`src/include/riscv_consts.svh`:
```
`ifndef RISCV_CONSTS_SVH
`define RISCV_CONSTS_SVH

// ==================================================
// Datapath widths
// ==================================================

`define RISCV_XLEN 32

// Architectural integer registers, x0 included
`define RISCV_REG_COUNT 32

// ==================================================
// Memory sizes
// ==================================================

// Instruction memory, one word per entry
`define RISCV_IMEM_WORDS 1024
`define RISCV_IMEM_INDEX_BITS 10

// Data memory, word addressed through byte address bits 11..2
`define RISCV_DMEM_WORDS 1024

// ==================================================
// Sequential fetch
// ==================================================

`define RISCV_PC_STEP 4

`endif
```
`src/riscvPkg.sv`:
```
package riscvPkg;

`include "riscv_consts.svh"

  typedef logic [`RISCV_XLEN-1:0] word_t;                    // Data word or byte address
  typedef logic [$clog2(`RISCV_REG_COUNT)-1:0] regIndex_t;   // x0..x31
  typedef logic [`RISCV_IMEM_INDEX_BITS-1:0] imemIndex_t;    // Word index into IMEM

  // ALU operation select
  typedef enum logic [3:0] {
    aluAdd  = 4'd1,
    aluSub  = 4'd2,
    aluSrl  = 4'd3,
    aluSll  = 4'd4,
    aluSlt  = 4'd5,
    aluSltu = 4'd6,
    aluMul  = 4'd8
  } aluOp_t;

  // Major opcodes of the supported subset
  typedef enum logic [6:0] {
    opImm    = 7'b0010011,
    opLoad   = 7'b0000011,
    opStore  = 7'b0100011,
    opReg    = 7'b0110011,
    opBranch = 7'b1100011,
    opJal    = 7'b1101111,
    opJalr   = 7'b1100111,
    opAuipc  = 7'b0010111,
    opLui    = 7'b0110111
  } opcode_t;

endpackage

```
`src/executeStage.sv`:
```
`timescale 1ns/1ns
`include "riscv_consts.svh"

module executeStage (
  input  logic                clock,
  input  logic                reset,
  input  riscvPkg::aluOp_t    exAluOp,
  input  riscvPkg::word_t     exPc,
  input  riscvPkg::word_t     exImm,
  input  riscvPkg::word_t     exRs1Value,
  input  riscvPkg::word_t     exRs2Value,
  input  riscvPkg::regIndex_t exRs1,
  input  riscvPkg::regIndex_t exRs2,
  input  riscvPkg::regIndex_t exRd,
  input  logic                exUsePc,
  input  logic                exUseImm,
  input  logic                exRegWrite,
  input  logic                exMemRead,
  input  logic                exMemWrite,
  input  logic                exBranch,
  input  logic                exJal,
  input  logic                exJalr,
  input  logic                exBranchOnSign,
  input  logic                exBranchInvert,
  input  logic                wbWrite,
  input  riscvPkg::regIndex_t wbRd,
  input  riscvPkg::word_t     wbData,
  output logic                redirect,
  output riscvPkg::word_t     redirectTarget,
  output riscvPkg::word_t     memAluResult,
  output riscvPkg::word_t     memStoreData,
  output riscvPkg::word_t     memLinkValue,
  output riscvPkg::regIndex_t memRd,
  output logic                memRegWrite,
  output logic                memMemRead,
  output logic                memMemWrite
);

  riscvPkg::word_t rs1Fwd, rs2Fwd;
  riscvPkg::word_t operandA, operandB;
  riscvPkg::word_t aluResult;
  logic            flagZero, flagNegative;

  // EX/MEM fields kept local to this stage
  logic            memBranch, memJal, memJalr, memBranchOnSign, memBranchInvert;
  logic            memZero, memNegative;
  riscvPkg::word_t memTarget, memPcStep;

  // ==================================================
  // Forwarding and operand select
  // ==================================================
  // EX/MEM first, except loads whose data is still in memory
  always_comb begin
    rs1Fwd = exRs1Value;
    if (memRegWrite && !memMemRead && memRd != '0 && memRd == exRs1)
      rs1Fwd = memLinkValue;
    else if (wbWrite && wbRd == exRs1)
      rs1Fwd = wbData;
    rs2Fwd = exRs2Value;
    if (memRegWrite && !memMemRead && memRd != '0 && memRd == exRs2)
      rs2Fwd = memLinkValue;
    else if (wbWrite && wbRd == exRs2)
      rs2Fwd = wbData;
  end

  assign operandA = exUsePc  ? exPc  : rs1Fwd;
  assign operandB = exUseImm ? exImm : rs2Fwd;

  // ==================================================
  // ALU
  // ==================================================
  always_comb begin
    case (exAluOp)
      riscvPkg::aluAdd:  aluResult = operandA + operandB;
      riscvPkg::aluSub:  aluResult = operandA - operandB;
      riscvPkg::aluSrl:  aluResult = operandA >> operandB[4:0];
      riscvPkg::aluSll:  aluResult = operandA << operandB[4:0];
      riscvPkg::aluSlt:  aluResult = {31'b0, $signed(operandA) < $signed(operandB)};
      riscvPkg::aluSltu: aluResult = {31'b0, operandA < operandB};
      riscvPkg::aluMul:  aluResult = operandA * operandB;   // Low 32 bits
      default:           aluResult = '0;
    endcase
  end

  assign flagZero     = (aluResult == '0);
  assign flagNegative = $signed(operandA) < $signed(operandB);  // True signed less-than

  // ==================================================
  // EX/MEM register
  // ==================================================
  always_ff @(posedge clock or posedge reset) begin
    if (reset) begin
      {memRegWrite, memMemRead, memMemWrite, memBranch, memJal, memJalr} <= '0;
    end else if (redirect) begin
      {memRegWrite, memMemRead, memMemWrite, memBranch, memJal, memJalr} <= '0;
    end else begin
      memRegWrite <= exRegWrite;
      memMemRead  <= exMemRead;
      memMemWrite <= exMemWrite;
      memBranch   <= exBranch;
      memJal      <= exJal;
      memJalr     <= exJalr;
    end
  end

  always_ff @(posedge clock) begin
    memAluResult    <= aluResult;
    memStoreData    <= rs2Fwd;
    memRd           <= exRd;
    memBranchOnSign <= exBranchOnSign;
    memBranchInvert <= exBranchInvert;
    memZero         <= flagZero;
    memNegative     <= flagNegative;
    memTarget       <= exPc + exImm;
    memPcStep       <= exPc + `RISCV_PC_STEP;
  end

  // Branch resolution out of EX/MEM
  assign redirect = (memBranch && ((memBranchOnSign ? memNegative : memZero) ^ memBranchInvert))
                    || memJal || memJalr;

  assign redirectTarget = memJalr ? {memAluResult[31:1], 1'b0} : memTarget;

  assign memLinkValue = (memJal || memJalr) ? memPcStep : memAluResult;  // Jumps link PC+4

endmodule

```
`config.mk`:
```
export PLATFORM = sky130hd
export DESIGN_NAME = executeStage
export DESIGN_NICKNAME = d
export VERILOG_FILES = /design/src/riscvPkg.sv /design/src/executeStage.sv
export VERILOG_INCLUDE_DIRS = /design/src /design/src/include
export SDC_FILE = /design/constraint.sdc
export NUM_CORES = 2
export LEC_CHECK = 0
export ABC_AREA = 1
export ABC_CLOCK_PERIOD_IN_PS = 11100
export BUFFER_PORTS_ARGS = -buffer_cell sky130_fd_sc_hd__buf_2
export CORE_MARGIN = 2
export CORE_UTILIZATION = 50
export CTS_BUF_LIST = sky130_fd_sc_hd__clkbuf_16
export CTS_CLUSTER_SIZE = 30
export DETAILED_ROUTE_END_ITERATION = 10
export HOLD_SLACK_MARGIN = 0.15
export PLACE_DENSITY = 0.77
export SLEW_MARGIN = 15
export SYNTH_ARGS = -nofsm -noshare
export SYNTH_HDL_FRONTEND = slang
export SYNTH_SLANG_ARGS = --single-unit
```
`constraint.sdc`:
```
create_clock -name clock -period 11.1 [get_ports clock]
set_input_delay 2.22 -clock clock [delete_from_list [all_inputs] [get_ports clock]]
set_output_delay 2.22 -clock clock [all_outputs]
set_load 0.03 [all_outputs]
```
[Word level (Yosys, flattened, before mapping)]
Cells that the tools add are included.
Cells by class
  add/subtract/negate cells: 4
  multipliers: 1
  div/mod/pow operators: 0
  magnitude comparators: 2
  equality and inequality tests: 11
  shifts and indexed selects: 2
  muxes and demuxes: 16
  bitwise operators: 1
  reductions and logical operators: 13
Operators by type and width (count)
  32-bit two-way mux: 8
  32-bit case mux with 7 select lines: 1
  32-bit adder: 2
  32-bit less-than comparator: 2
  32-bit by 3-bit adder with 32-bit output (second input constant): 1
  32-bit logical NOT: 1
  32-bit by 32-bit multiplier with 32-bit output: 1
  32-bit by 5-bit << shifter with 32-bit output: 1
  32-bit by 5-bit right shift with 32-bit output: 1
  32-bit subtractor: 1
  5-bit == test: 4
  4-bit by 3-bit == test with 1-bit output (second input constant): 3
  4-bit by 2-bit == test with 1-bit output (second input constant): 2
  1-bit logical AND: 7
  1-bit two-way mux: 7
  5-bit nonzero test: 1
  4-bit by 1-bit == test with 1-bit output (second input constant): 1
  4-bit == test (second input constant): 1
  1-bit logical OR: 3
  1-bit logical NOT: 1
  1-bit bitwise XOR: 1
Storage, ports and cells
  flip-flop bits (word level): 143
  latch bits: 0
  memory bits (writable): 0
  ROM bits: 0
  output and inout bits: 137
  memories kept: 0

[Logic depth before layout (Yosys ltp)]
  depth after elaboration: 9
  gate-level depth with buffers: 49

[Worst setup path before layout]
Ideal clock, no wire load.
  path type: input port to flip-flop
  from: in exRs2[4]
  to: reg memZero
  setup time: 64 ps
  arrival: 10024 ps
  required time: 11036 ps
  slack: 1012 ps
  stages on the path: 42
  buffers on the path: 4
  path through: xor2_1 -> nor2_2 -> nand3_2 -> buf_6 -> nand3_1 -> nand3_1 -> nand2_1 -> clkbuf_1 -> clkbuf_1 -> clkbuf_1 -> nor2_1 -> fa_1 -> inv_1 -> fa_1 -> fa_1 -> fa_1 -> inv_1 -> fa_1 -> (+6 left out) -> nand2_1 -> nor4_1 -> nand3_1 -> nand3_1 -> nand2_1 -> inv_1 -> nor2_1 -> inv_1 -> nand2_1 -> nand2_1 -> nor2_1 -> nor2_1 -> nand3_1 -> nor2_1 -> nand3_1 -> nor2_1 -> nand4_1 -> nor2_1
On the way
  longest elaborated chain between the ends: 8
  elaborated cells on any way between the ends: 16
Ends and longest elaborated chain
  start, declared: line executeStage.sv:13  | input riscvPkg::regIndex_t exRs2,
  5-bit == test: line executeStage.sv:62  | else if (wbWrite && wbRd == exRs2)
  1-bit logical AND: line executeStage.sv:62
  32-bit two-way mux: line executeStage.sv:62
  32-bit two-way mux *: line executeStage.sv:60  | if (memRegWrite && !memMemRead && memRd != '0 && memRd == exRs2)
  32-bit two-way mux *: line executeStage.sv:67  | assign operandB = exUseImm ? exImm : rs2Fwd;
  32-bit by 32-bit multiplier with 32-bit output, or another cell as far along: line executeStage.sv:80  | riscvPkg::aluMul: aluResult = operandA * operandB;
  32-bit case mux with 7 select lines *: line executeStage.sv:73  | case (exAluOp)
  32-bit logical NOT *: line executeStage.sv:85  | assign flagZero = (aluResult == '0);
  via flagZero: line executeStage.sv:42  | logic flagZero, flagNegative;
  end signal, assigned: line executeStage.sv:112  | memZero <= flagZero;
  end, declared: line executeStage.sv:46  | logic memZero, memNegative;
The timed path passes the listed nets; every way through them passes the cells marked *.

[Worst setup path in the final report]
  from: in exRs1[4]
  to: reg memZero
On the way
  longest elaborated chain between the ends: 8
  elaborated cells on any way between the ends: 16
Ends and longest elaborated chain
  start, declared: line executeStage.sv:12  | input riscvPkg::regIndex_t exRs1,
  5-bit == test: line executeStage.sv:57  | else if (wbWrite && wbRd == exRs1)
  1-bit logical AND: line executeStage.sv:57
  32-bit two-way mux: line executeStage.sv:57
  32-bit two-way mux *: line executeStage.sv:55  | if (memRegWrite && !memMemRead && memRd != '0 && memRd == exRs1)
  32-bit two-way mux *: line executeStage.sv:66  | assign operandA = exUsePc ? exPc : rs1Fwd;
  32-bit by 32-bit multiplier with 32-bit output, or another cell as far along: line executeStage.sv:80
  32-bit case mux with 7 select lines *: line executeStage.sv:73
  32-bit logical NOT *: line executeStage.sv:85
  via flagZero: line executeStage.sv:42
Marks and branches as above.

==> flow_summary.yaml <==
logic_synthesis:
  ys_seq_area_share_pct: 9.02
  async_flop_share_pct: 4.20
  synth_fp_nets: 5682
  synth_top_area_cell: "fa_1"
  netlist_area_sq_um: 32100
  syn_inst: 4855
  ys_types: 62
  ys_ff_latch: 143
  synth_ff_type: "dfxtp_1"
  synth_warnings: 0
  synth_edf_count: 0
  avgSynthCellArea_sq_um: 6.60
  synth_area_leaders: "fa_1, nand2_1, inv_1"
  synth_top_area_share_pct: 25.7
placed_design:
  place_congestion: 1.11
  hpwl_um: 134000
  portBuffers: 333
  dp_slack_ns: 0.0139
timing:
  min_period_ns: 10.86
  max_slew_margin_pct: 19.5
  fmax_mhz: 92.1
  fin_crit_sh_pct: 97.9
  hold_viol: 0
  setup_ws_ns: 0.238
  skew_ns: 0.0173
  whs_ns: 0.714
  tns_ns: 0
  setup_violations: 0
  rsz0062_at_grt: "false"
  slew_violations: 0
  worst_pin_slew_ns: 1.21
global_route:
  grt_pass1_wl_um: 228000
  overflow: 0
  grt_max_degree: 68
  track_usage_pct: 47.5
  grt_pass1_vias: 34004
  antenna_found_initial: 8
clock_tree:
  clk_path_buf_depth: 2
  cts_made_buffers: 17
  cts_max_level: 4
  tritoncts: "yes"
  cts_hold_buf: 0
  post_cts_buffers: 0
  clock_latency_ns: 0.46
  cts_num_sinks: 143
  ctsResizeCount: 0
  root_buffer: "clkbuf_16"
  clk_pin_slew_ns: 0.08
floorplan:
  fp.dieH_um: 257
  die_area_sq_um: 66200
  die_w_um: 257
  ioPinCount: 334
  start_util_pct: 50.7
  placeableCoreArea_sq_um: 63200
  fp-row-count: 92
route:
  drtPass1Iterations: 9
  route.detailed.drc: 0
  drt_wl_total_um: 159000
  vias: 35700
  drtIter0Drc: 5438
  via_per_inst: 5.93
  wl_per_cell_um: 26.4
  ant_nets: 0
critical_path:
  slowest_delay_ns: 0.61
  critical_path_class: "primary input to flip-flop"
  required_ns: 11.49
  crit_path_top_delay_cell: "fa_1"
  critPathMostFrequentCell: "fa_1"
  worstSetupEndpointType: "flip-flop"
  crit_arrival_ns: 11.25
  cp_max_fo: 30
  start_kind: "primary input"
hold_path:
  hold_path.class: "flip-flop to flip-flop"
run:
  maxCapViolCount: 0
cells_and_area:
  syn_to_final_growth_pct: 11.1
  drive_above_1_share_pct: 12.0
  fill_cells: 6417
  final_nets: 5986
outcome:
  outcome: "complete, no violations"
-- synth_stat cells (all sizes together) (23+ instances only) --
| master | count |
|---|---|
| nand2 | 1180 |
| inv | 836 |
| nor2 | 584 |
| nand3 | 461 |
| fa | 411 |
| a21oi | 252 |
| ha | 219 |
| o21ai | 213 |
| dfxtp | 137 |
| buf | 112 |
| clkbuf | 90 |
| xor2 | 63 |
| nand4 | 45 |
| xnor2 | 28 |
| nand3b | 26 |
| nor3 | 23 |
-- critical path, delay by kind of cell --
| family | cells | cell delay [ns] |
|---|---|---|
| adders and majority gates | 10 | 4.84 |
| AOI/OAI and AO/OA | 4 | 0.94 |
| and+or+nand+nor | 13 | 1.85 |
| buffers and inverters | 5 | 0.79 |
| xor gates and xnor gates | 2 | 0.60 |
-- registers in the layout, indices dropped and copies added (netlist names) --
name / count
memTarget: 32
memRd: 5
memStoreData: 32
memJal: 1
memAluResult: 32
memZero: 1
memPcStep: 32
memRegWrite: 1
memJalr: 1
memBranch: 1
memMemWrite: 1
memMemRead: 1
memBranchInvert: 1
memNegative: 1
memBranchOnSign: 1
-- cells by family after synthesis --
family	synth area share, %
mux	0.277
compound gates	10.2
fa+ha+maj	34.2
flops	9.02
xor+xnor	2.49
simple gates	30.8
buf+inv	13.0
-- layout make-up --
cell class | count | area (sq um) | area share (%)
multi-input cells | 3665 | 25000 | 70.2
inverters | 845 | 3170 | 8.90
flip-flops and latches | 143 | 2890 | 8.12
repair buffers | 487 | 2890 | 8.10
well taps | 846 | 1060 | 2.97
clock buffers | 17 | 425 | 1.19
clock inverters | 15 | 158 | 0.442
diodes | 5 | 12.5 | 0.0351
-- cells in the final DEF, fill, tap and decap left out, types with 63 or more instances in the layout --
| cell type | Yosys | layout |
|---|---|---|
| nand2_1 | 1161 | 1156 |
| inv_1 | 817 | 817 |
| nor2_1 | 579 | 577 |
| nand3_1 | 457 | 457 |
| fa_1 | 411 | 411 |
| buf_2 | 59 | 333 |
| a21oi_1 | 243 | 243 |
| ha_1 | 219 | 219 |
| o21ai_0 | 158 | 158 |
| buf_4 | 16 | 149 |
| dfxtp_1 | 137 | 137 |
| xor2_1 | 63 | 63 |
-- through the flow --
| stage | area (sq um) | utilization (%) | std cells |
|---|---|---|---|
| final | 35600 | 56.4 | 6023 |
| after detailed placement | 35000 | 55.4 | 5986 |
| after global routing | 35600 | 56.4 | 6021 |
| after CTS | 35600 | 56.4 | 6018 |
| after floorplan | 32100 | - | 4855 |
| after global placement | 35000 | 55.4 | 5986 |
-- final timing paths --
| check | start | end | slack [ns] | cells past startpoint |
|---|---|---|---|---|
| worst max register to register | memJal | memZero | 0.97 | 33 |
| worst min register to register | memPcStep[23] | memStoreData[23] | 0.71 | 3 |
| max in group asynchronous | reset | memJalr | 9.22 | 2 |
| min in group asynchronous | reset | memBranch | 1.66 | 2 |
| worst max-delay path | exRs1[4] | memZero | 0.24 | 34 |
| worst min-delay path | memPcStep[23] | memStoreData[23] | 0.71 | 3 |
-- metal layers --
metal / wire length [um] / global-route usage [%] / up-vias / part of all wire (%)
met1: 61700 / 64.2 / 16896 / 39
met4: 9880 / 24.1 / 8 / 6.2
met5: 134 / 0 / - / 0.084
li1: - / - / 15697 / -
met3: 22300 / 13.9 / 504 / 14
met2: 65100 / 68.8 / 2595 / 41
Power is left out: the tool's default activity adds up to more than one toggle a clock period on the data nets, which glitch-free logic cannot reach.
