$ cat src/include/riscv_consts.svh
`ifndef RISCV_CONSTS_SVH
`define RISCV_CONSTS_SVH

// ==================================================
// Datapath widths
// ==================================================

`define RISCV_XLEN 32

// Architectural integer registers, x0 included
`define RISCV_REG_COUNT 32

// ==================================================
// Memory sizes
// ==================================================

// Instruction memory, one word per entry
`define RISCV_IMEM_WORDS 1024
`define RISCV_IMEM_INDEX_BITS 10

// Data memory, word addressed through byte address bits 11..2
`define RISCV_DMEM_WORDS 1024

// ==================================================
// Sequential fetch
// ==================================================

`define RISCV_PC_STEP 4

`endif
$ cat src/riscvPkg.sv
package riscvPkg;

`include "riscv_consts.svh"

  typedef logic [`RISCV_XLEN-1:0] word_t;                    // Data word or byte address
  typedef logic [$clog2(`RISCV_REG_COUNT)-1:0] regIndex_t;   // x0..x31
  typedef logic [`RISCV_IMEM_INDEX_BITS-1:0] imemIndex_t;    // Word index into IMEM

  // ALU operation select
  typedef enum logic [3:0] {
    aluAdd  = 4'd1,
    aluSub  = 4'd2,
    aluSrl  = 4'd3,
    aluSll  = 4'd4,
    aluSlt  = 4'd5,
    aluSltu = 4'd6,
    aluMul  = 4'd8
  } aluOp_t;

  // Major opcodes of the supported subset
  typedef enum logic [6:0] {
    opImm    = 7'b0010011,
    opLoad   = 7'b0000011,
    opStore  = 7'b0100011,
    opReg    = 7'b0110011,
    opBranch = 7'b1100011,
    opJal    = 7'b1101111,
    opJalr   = 7'b1100111,
    opAuipc  = 7'b0010111,
    opLui    = 7'b0110111
  } opcode_t;

endpackage

$ cat src/decodeStage.sv
`timescale 1ns/1ns
`include "riscv_consts.svh"

module decodeStage (
  input  logic                clock,
  input  logic                reset,
  input  riscvPkg::word_t     fetchInstr,
  input  riscvPkg::word_t     fetchPc,
  input  logic                redirect,
  input  logic                wbWrite,
  input  riscvPkg::regIndex_t wbRd,
  input  riscvPkg::word_t     wbData,
  output logic                loadUseStall,
  output riscvPkg::aluOp_t    exAluOp,
  output riscvPkg::word_t     exPc,
  output riscvPkg::word_t     exImm,
  output riscvPkg::word_t     exRs1Value,
  output riscvPkg::word_t     exRs2Value,
  output riscvPkg::regIndex_t exRs1,
  output riscvPkg::regIndex_t exRs2,
  output riscvPkg::regIndex_t exRd,
  output logic                exUsePc,
  output logic                exUseImm,
  output logic                exRegWrite,
  output logic                exMemRead,
  output logic                exMemWrite,
  output logic                exBranch,
  output logic                exJal,
  output logic                exJalr,
  output logic                exBranchOnSign,
  output logic                exBranchInvert
);

  riscvPkg::word_t     regFile [`RISCV_REG_COUNT];
  riscvPkg::opcode_t   opcode;
  riscvPkg::regIndex_t rs1;
  riscvPkg::regIndex_t rs2;
  riscvPkg::regIndex_t rd;
  riscvPkg::word_t     rs1Value;
  riscvPkg::word_t     rs2Value;
  logic [2:0]          funct3;
  logic [6:0]          funct7;

  // Decoded controls
  riscvPkg::aluOp_t aluOp;
  riscvPkg::word_t  imm;
  logic usePc, useImm, regWrite, memRead, memWrite;
  logic branch, jal, jalr, branchOnSign, branchInvert;

  assign opcode = riscvPkg::opcode_t'(fetchInstr[6:0]);
  assign funct3 = fetchInstr[14:12];
  assign funct7 = fetchInstr[31:25];
  assign rd     = fetchInstr[11:7];
  assign rs2    = fetchInstr[24:20];
  // LUI keeps immediate bits in the rs1 field so it reads x0 instead
  assign rs1    = (opcode == riscvPkg::opLui) ? '0 : fetchInstr[19:15];

  // ==================================================
  // Controller and immediate generation
  // ==================================================
  always_comb begin
    aluOp        = riscvPkg::aluAdd;
    imm          = '0;
    usePc        = 1'b0;   // Operand A is rs1 unless set
    useImm       = 1'b0;   // Operand B is rs2 unless set
    regWrite     = 1'b0;
    memRead      = 1'b0;
    memWrite     = 1'b0;
    branch       = 1'b0;
    jal          = 1'b0;
    jalr         = 1'b0;
    branchOnSign = 1'b0;   // Zero flag by default
    branchInvert = 1'b0;
    case (opcode)
      riscvPkg::opImm: begin
        regWrite = 1'b1;
        useImm   = 1'b1;
        imm      = {{20{fetchInstr[31]}}, fetchInstr[31:20]};
        case (funct3)
          3'b001:  aluOp = riscvPkg::aluSll;
          3'b010:  aluOp = riscvPkg::aluSlt;
          3'b011:  aluOp = riscvPkg::aluSltu;
          3'b101:  aluOp = riscvPkg::aluSrl;
          default: aluOp = riscvPkg::aluAdd;
        endcase
      end
      riscvPkg::opLoad: begin
        regWrite = 1'b1;
        memRead  = 1'b1;
        useImm   = 1'b1;
        imm      = {{20{fetchInstr[31]}}, fetchInstr[31:20]};
      end
      riscvPkg::opStore: begin
        memWrite = 1'b1;
        useImm   = 1'b1;
        imm      = {{20{fetchInstr[31]}}, fetchInstr[31:25], fetchInstr[11:7]};
      end
      riscvPkg::opReg: begin
        regWrite = 1'b1;
        if (funct7 == 7'b0100000 && funct3 == 3'b000)
          aluOp = riscvPkg::aluSub;
        else if (funct7 == 7'b0000001 && funct3 == 3'b000)
          aluOp = riscvPkg::aluMul;
        else if (funct7 == 7'b0000000 && funct3 == 3'b010)
          aluOp = riscvPkg::aluSlt;
        else if (funct7 == 7'b0000000 && funct3 == 3'b011)
          aluOp = riscvPkg::aluSltu;
      end
      riscvPkg::opBranch: begin
        branch       = 1'b1;
        aluOp        = riscvPkg::aluSub;                  // Compare via rs1 - rs2
        imm          = {{20{fetchInstr[31]}}, fetchInstr[7], fetchInstr[30:25],
                        fetchInstr[11:8], 1'b0};
        branchOnSign = funct3[2];                         // BLT and BGE
        branchInvert = funct3[0];                         // BNE and BGE
      end
      riscvPkg::opJal: begin
        regWrite = 1'b1;
        jal      = 1'b1;
        usePc    = 1'b1;
        useImm   = 1'b1;
        imm      = {{12{fetchInstr[31]}}, fetchInstr[19:12], fetchInstr[20],
                    fetchInstr[30:21], 1'b0};
      end
      riscvPkg::opJalr: begin
        regWrite = 1'b1;
        jalr     = 1'b1;
        useImm   = 1'b1;
        imm      = {{20{fetchInstr[31]}}, fetchInstr[31:20]};
      end
      riscvPkg::opAuipc: begin
        regWrite = 1'b1;
        usePc    = 1'b1;
        useImm   = 1'b1;
        imm      = {fetchInstr[31:12], 12'b0};
      end
      riscvPkg::opLui: begin
        regWrite = 1'b1;
        useImm   = 1'b1;                                  // x0 + upper immediate
        imm      = {fetchInstr[31:12], 12'b0};
      end
      default: begin
      end
    endcase
  end

  // ==================================================
  // Register file
  // ==================================================
  always_ff @(posedge clock) begin
    if (wbWrite)
      regFile[wbRd] <= wbData;
  end

  // Same-cycle writeback is bypassed into the read
  assign rs1Value = (rs1 == '0) ? '0 : (wbWrite && wbRd == rs1) ? wbData : regFile[rs1];
  assign rs2Value = (rs2 == '0) ? '0 : (wbWrite && wbRd == rs2) ? wbData : regFile[rs2];

  // Load result is not ready until MEM/WB
  assign loadUseStall = exMemRead && exRd != '0 && (exRd == rs1 || exRd == rs2);

  // ==================================================
  // ID/EX register
  // ==================================================
  always_ff @(posedge clock or posedge reset) begin
    if (reset) begin
      {exRegWrite, exMemRead, exMemWrite, exBranch, exJal, exJalr} <= '0;
    end else if (redirect || loadUseStall) begin
      {exRegWrite, exMemRead, exMemWrite, exBranch, exJal, exJalr} <= '0;  // Bubble
    end else begin
      exRegWrite <= regWrite;
      exMemRead  <= memRead;
      exMemWrite <= memWrite;
      exBranch   <= branch;
      exJal      <= jal;
      exJalr     <= jalr;
    end
  end

  always_ff @(posedge clock) begin
    exAluOp        <= aluOp;
    exPc           <= fetchPc;
    exImm          <= imm;
    exRs1Value     <= rs1Value;
    exRs2Value     <= rs2Value;
    exRs1          <= rs1;
    exRs2          <= rs2;
    exRd           <= rd;
    exUsePc        <= usePc;
    exUseImm       <= useImm;
    exBranchOnSign <= branchOnSign;
    exBranchInvert <= branchInvert;
  end

endmodule

$ cat config.mk
export PLATFORM = sky130hd
export DESIGN_NAME = decodeStage
export DESIGN_NICKNAME = d
export VERILOG_FILES = /design/src/riscvPkg.sv /design/src/decodeStage.sv
export VERILOG_INCLUDE_DIRS = /design/src /design/src/include
export SDC_FILE = /design/constraint.sdc
export NUM_CORES = 2
export LEC_CHECK = 0
export BUFFER_PORTS_ARGS = -buffer_cell sky130_fd_sc_hd__clkbuf_2
export CAP_MARGIN = 20
export CELL_PAD_IN_SITES_DETAIL_PLACEMENT = 0
export CELL_PAD_IN_SITES_GLOBAL_PLACEMENT = 2
export CORE_ASPECT_RATIO = 1.4
export CORE_MARGIN = 2
export CORE_UTILIZATION = 50
export DETAILED_ROUTE_END_ITERATION = 12
export PLACE_DENSITY = 0.87
export SYNTH_ARGS = -nofsm -noshare
export SYNTH_HDL_FRONTEND = slang
export SYNTH_SLANG_ARGS = --single-unit
$ cat constraint.sdc
create_clock -name clock -period 5.15 [get_ports clock]
set_clock_uncertainty 0.1 [all_clocks]
set_input_delay 1.03 -clock clock [delete_from_list [all_inputs] [get_ports clock]]
set_output_delay 1.03 -clock clock [all_outputs]
set_load 0.05 [all_outputs]
# Yosys cells after proc, flatten, opt, wreduce, memory -nomap -nowiden
# Memories as Yosys holds them, arrays and structs flattened. A register that Yosys moved wholly into a read port is not among the register bits.
# Cells that the tools add are included.
# W data, S select, Z words.
[word_totals] reg_bits=93 ramBits=1024 output_inout_bits=158 wordCells=76 memories=1
[mem_list] name="regFile" depth=32 word_bits=32 rd=2 rd_clocked_by_memory_dff=2 write_ports=1 line="decodeStage.sv:34" rtl="riscvPkg::word_t regFile [`RISCV_REG_COUNT];"
[op_classes] n_eq_ne=17 mux=24 n_reduce_logical=18
[op_table] cell="$pmux W32 S5" count=1
[op_table] cell="$eq A7 B6 Y1 const B" count=4
[op_table] cell="$eq A7 B7 Y1 const B" count=3
[op_table] cell="$mux W1" count=16
[op_table] cell="$eq A7 B5 Y1 const B" count=2
[op_table] cell="$reduce_or A7 Y1" count=2
[op_table] cell="$pmux W3 S4" count=1
[op_table] cell="$pmux W4 S3" count=1
[op_table] cell="$eq A5 B5 Y1" count=2
[op_table] cell="$logic_not A5 Y1" count=2
[op_table] cell="$mux W4" count=2
[op_table] cell="$eq A7 B1 Y1 const B" count=1
[op_table] cell="$eq A7 B2 Y1 const B" count=1
[op_table] cell="$logic_not A7 Y1" count=1
[op_table] cell="$eq A3 B2 Y1 const B" count=2
[op_table] cell="$logic_and A1 B1 Y1" count=6
[op_table] cell="$mux W3" count=2
[op_table] cell="$mux W5" count=1
[op_table] cell="$reduce_bool A5 Y1" count=1
[op_table] cell="$reduce_or A2 Y1" count=2
[op_table] cell="$eq A3 B1 Y1 const B" count=1
[op_table] cell="$eq A3 B3 Y1 const B" count=1
[op_table] cell="$logic_not A3 Y1" count=1
[op_table] cell="$reduce_or A3 Y1" count=1
[op_table] cell="$logic_or A1 B1 Y1" count=2

# Logic depth before layout (Yosys ltp)
[logic_depth] depth_word=7 mapped_depth=10

# Worst setup path before layout
# Ideal clock, no wire load.
[synth_path] kind="input to output" startpoint="in fetchInstr[22]" endpoint="out loadUseStall" t_arrival_ps=2630 setup_slack_ps=1390 cell_stages=7 cell_sequence="buf_2 > buf_2 > buf_2 > xnor2_1 > nand3_1 > o21ai_1 > and2_1"
[synth_between] elab_chain_len=3
[synth_lines] element="from (decl)" line="decodeStage.sv:7" rtl="input riscvPkg::word_t fetchInstr,"
[synth_lines] element="$eq A5 B5 Y1" line="decodeStage.sv:160" rtl="assign loadUseStall = exMemRead && exRd != '0 && (exRd == rs1 || exRd == rs2);"
[synth_lines] element="$logic_or A1 B1 Y1" line="decodeStage.sv:160"
[synth_lines] element="$logic_and A1 B1 Y1" line="decodeStage.sv:160"
[synth_lines] element="to (decl)" line="decodeStage.sv:13" rtl="output logic loadUseStall,"
# Every way passes these cells.

# Final worst setup path
[layout_path] startpoint="in fetchInstr[6]" endpoint="out loadUseStall"
[layout_between] elab_chain_len=5
[layout_lines] element="$eq A7 B6 Y1" line="decodeStage.sv:56" rtl="assign rs1 = (opcode == riscvPkg::opLui) ? '0 : fetchInstr[19:15];"
[layout_lines] element="$mux W5" line="decodeStage.sv:56"
[layout_lines] element="named net rs1[0]" line="decodeStage.sv:36" rtl="riscvPkg::regIndex_t rs1;"
[layout_lines] element="$eq A5 B5 Y1" line="decodeStage.sv:160"
[layout_lines] element="$logic_or A1 B1 Y1" line="decodeStage.sv:160"
[layout_lines] element="$logic_and A1 B1 Y1" line="decodeStage.sv:160"
# The timed path passes the listed nets, and every way through them passes these cells.

==> run_results.csv <==
group,metric,value,unit
status,status,"finished clean",
critical_path,worst_setup_path_end_kind,"output pin",
critical_path,critical_path_s_largest_stage_delay,0.42,ns
timing,final_hold_viol_count,0,
timing,final.period_utilization,81.8,%
clock_tree,tritoncts_sink_count,1181,
critical_path,cpMostUsedCell,"sky130_fd_sc_hd__clkbuf_2",
clock_tree,cts_inserted_buffers,113,
clock_tree,clock_tree_from_tritoncts,"done",
timing,setup_violations,0,
critical_path,worst_setup_path_startpoint,"fetchInstr[6]",
timing,setup_repair_after_global_routing_missed_its_margin,"no",
logic_synthesis,synth.yosys.seq_area_share,64.6,%
routing,drc_violation_total_after_the_first_tritonroute_iteration,4369,
critical_path,critPathRequiredTime,4.02,ns
floorplanning,die_height,388,µm
grt,grt-ovfl-total,0,
power,power.leakage,20.7,nW
logic_synthesis,synth_seq_cells,1181,
floorplanning,initial_core_util,50.5,%
grt,first_global_vias,34600,
clock_tree,clk_path_buf_depth,3,
grt,largest_net_degree_at_the_start_of_global_routing,111,
final_layout,layout-drive-gt1-share,26.6,%
critical_path,crit_slowest_cell,"sky130_fd_sc_hd__o21ai_1",
routing,antenna_left,0,
floorplanning,die_area,0.108,mm²
final_layout,layout.core_utilization,57.4,%
flow_run,drv.max_cap_violation_count,0,
logic_synthesis,post_synth.cell_area_avg,16.2,µm²
critical_path,arrival,3.08,ns
critical_path,worstSetupStartpointType,"input port",
power,p_per_area,360,mW/mm²
grt,antenna_found_initial,3,
critical_path,reg2reg_from,"regFile[3][8]$_DFFE_PP_",
timing,pins_over_their_slew_limit,0,
timing,finalCriticalPeriod,4.21,ns
clock_tree,cts.repair_timing.setup_buffer_count,0,
routing,routed_wirelength,170000,µm
clock_tree,htree_levels,3,
clock_tree,worst_skew_pair.late_latency,0.74,ns
placed_design,gp_congestion,0.841,
placed_design,detailed_placement_hpwl,96100,µm
timing,fin_tns_setup,0,ns
final_layout,areaGrowthSynthToFinish,13.7,%
critical_path,criticalPathCategory,"input port to output pin",
logic_synthesis,synth_edf_count,1024,
logic_synthesis,postSynthNetCount,3349,
floorplanning,floorplan.io_pins,263,
timing,slew_headroom,18.2,%
power,vdd.ir_drop.worst,0.000252,V
timing,achievable-frequency,237,MHz
critical_path,worstRegToRegCells,4,
hold_path,hold_class,"input port to async pin",
clock_tree,postCtsHoldBufs,0,
clock_tree,postCtsResizedCells,0,
timing,timing_worst_slew_pin_value,1.23,ns
logic_synthesis,syn-instance-count,3244,
grt,globalRouteTotalUtil,31.2,%
routing,drtPass1Iterations,5,
logic_synthesis,synth_ff_type,"sky130_fd_sc_hd__edfxtp_1",
clock_tree,clk_root_buffer_cell,"sky130_fd_sc_hd__clkbuf_16",
floorplanning,fp.dieW,278,µm
routing,routed-via-count,33800,
routing,drc_errors,0,
final_layout,fin_nets,3559,
logic_synthesis,synth_warnings,0,
routing,route.detailed.vias_per_inst,6.88,
clock_tree,clk_pin_slew,0.06,ns
logic_synthesis,synth.lib_cells_used.distinct,69,
routing,drt-wirelength-per-cell,34.7,µm
grt,grt_pass1_wl,241000,µm
floorplanning,row_count,140,
critical_path,timing.critical_path.fanout_max,19,
placed_design,numPortBuffers,262,
critical_path,critical_path.cell_chain,"clkbuf_2 > and4b_1 > a21oi_1 > xnor2_1 > nand4_1 > o21ai_1 > and2_1 > clkbuf_2",
logic_synthesis,synth_area,0.0526,mm²
logic_synthesis,synth-async-reset-ratio,0.508,%
floorplanning,core-area,0.104,mm²
area by class of cell:
cell class | instances | area (µm²)
Tap cell | 1349 | 1690
Inverter | 75 | 283
Antenna cell | 3 | 7.51
Clock buffer | 162 | 3310
Fill cell | 8010 | 44300
Multi-Input combinational cell | 1725 | 17500
Timing Repair Buffer | 358 | 2550
Sequential cell | 1181 | 33900
Clock inverter | 52 | 526
final timing paths:
path                                              to  slack (ns)
max                                     loadUseStall        0.94
max in group asynchronous            exJal$_DFF_PP0_        4.67
min in group clock                  exPc[24]$_DFF_P_        0.30
max reg2reg                 exRs2Value[8]$_SDFF_PN0_        2.98
min                                 exJalr$_DFF_PP0_        0.08
min reg2reg                exRs1Value[26]$_SDFF_PN0_        0.70
logic make-up (layout without fill, tap and decap cells):
logic type,count (synthesis),in the layout,share of synthesized area [%]
flip-flops,1181,1181,64.6
multiplexers,672,672,20.6
AO/OA/AOI/OAI,605,605,8.15
AND/OR/NAND/NOR,432,432,3.55
buffers and inverters,338,647,2.89
XOR/XNOR,16,16,0.267
other,0,3,0
metal layers:
layer | GRT usage (%) | vias to the layer above | routed length, µm
met5 | 0 | - | 0
met4 | 17.6 | 0 | 10300
met3 | 4.86 | 513 | 14900
met2 | 53.4 | 2163 | 85900
met1 | 37.8 | 17400 | 58900
li1 | - | 13700 | -
per-stage QoR:
step | setup slack, ns | power (W) | instance area (µm²) | hold WS (ns) | std cells
6_report | 0.935 | 0.0215 | 59700 | 0.0818 | 4905
5_1_grt | 0.771 | 0.0220 | 59700 | 0.107 | 4904
4_1_cts | 0.930 | 0.0215 | 59700 | 0.0583 | 4902
3_5_place_dp | 0.944 | 0.0131 | 55900 | 0.686 | 4688
3_3_place_gp | 0.902 | 0.0130 | 55900 | 0.645 | 4688
2_1_floorplan | 1.39 | 0.0123 | 52600 | 0.600 | 3244
worst max-delay path: cells and delay by family:
kind            cells  cell delay (ns)
compound gates      2             0.68
xor+xnor            1             0.16
simple gates        3             0.64
buf+inv             2             0.58
state kept, by name (all words and copies together) (netlist names), 4 cells and up:
register,flops
exRs2Value,32
regFile,1024
exRs1,5
exPc,32
exRs2,5
exRs1Value,32
exRd,5
exAluOp,4
exImm,32
layout by cell type (no fill, tap or decap), types with 69 or more instances in the layout:
master and count:
sky130_fd_sc_hd__a21oi_1 71, sky130_fd_sc_hd__clkbuf_16 121, sky130_fd_sc_hd__clkbuf_2 257, sky130_fd_sc_hd__dfxtp_1 151
sky130_fd_sc_hd__edfxtp_1 1024, sky130_fd_sc_hd__inv_1 74, sky130_fd_sc_hd__mux2i_1 318, sky130_fd_sc_hd__mux4_2 324
sky130_fd_sc_hd__nand2_1 113, sky130_fd_sc_hd__nor2_1 205, sky130_fd_sc_hd__o21ai_0 69, sky130_fd_sc_hd__o22ai_1 126
report_power, final:
part	internal [W]	switching, W	total (W)	leakage, nW
Combinational	0.000726	0.00144	0.00217	8.27
Clock	0.00493	0.00367	0.00860	1.88
Sequential	0.0106	0.000115	0.0107	10.6
Total	0.0163	0.00523	0.0215	20.7
Yosys cell counts, types with 8 or more instances:
master                        n  area, µm²
sky130_fd_sc_hd__and2_1      10       62.6
sky130_fd_sc_hd__a221o_1     31        310
sky130_fd_sc_hd__buf_2       69        345
sky130_fd_sc_hd__xor2_1       8       70.1
sky130_fd_sc_hd__buf_4       30        225
sky130_fd_sc_hd__mux4_2     324       7300
sky130_fd_sc_hd__edfxtp_1  1024      30700
sky130_fd_sc_hd__mux2i_1    318       3180
sky130_fd_sc_hd__o211ai_1    31        233
sky130_fd_sc_hd__mux2_2      30        338
sky130_fd_sc_hd__a21o_1      19        143
sky130_fd_sc_hd__clkbuf_1   134        503
sky130_fd_sc_hd__nand3b_1     9       67.6
sky130_fd_sc_hd__o22ai_1    126        788
sky130_fd_sc_hd__o21ai_0     69        345
sky130_fd_sc_hd__a221oi_1    31        272
sky130_fd_sc_hd__buf_1       23       86.3
sky130_fd_sc_hd__nor3_1      10       50.1
sky130_fd_sc_hd__o32ai_1     34        298
sky130_fd_sc_hd__nand2_1    116        435
sky130_fd_sc_hd__o221ai_1    64        561
sky130_fd_sc_hd__nor2_1     238        893
sky130_fd_sc_hd__a211oi_1    68        510
sky130_fd_sc_hd__o31ai_1     31        233
sky130_fd_sc_hd__a21oi_1     71        355
sky130_fd_sc_hd__dfxtp_1    151       3020
sky130_fd_sc_hd__inv_1       74        278
sky130_fd_sc_hd__xnor2_1      8       70.1
Note: power is estimated with default switching activity, not from simulation.
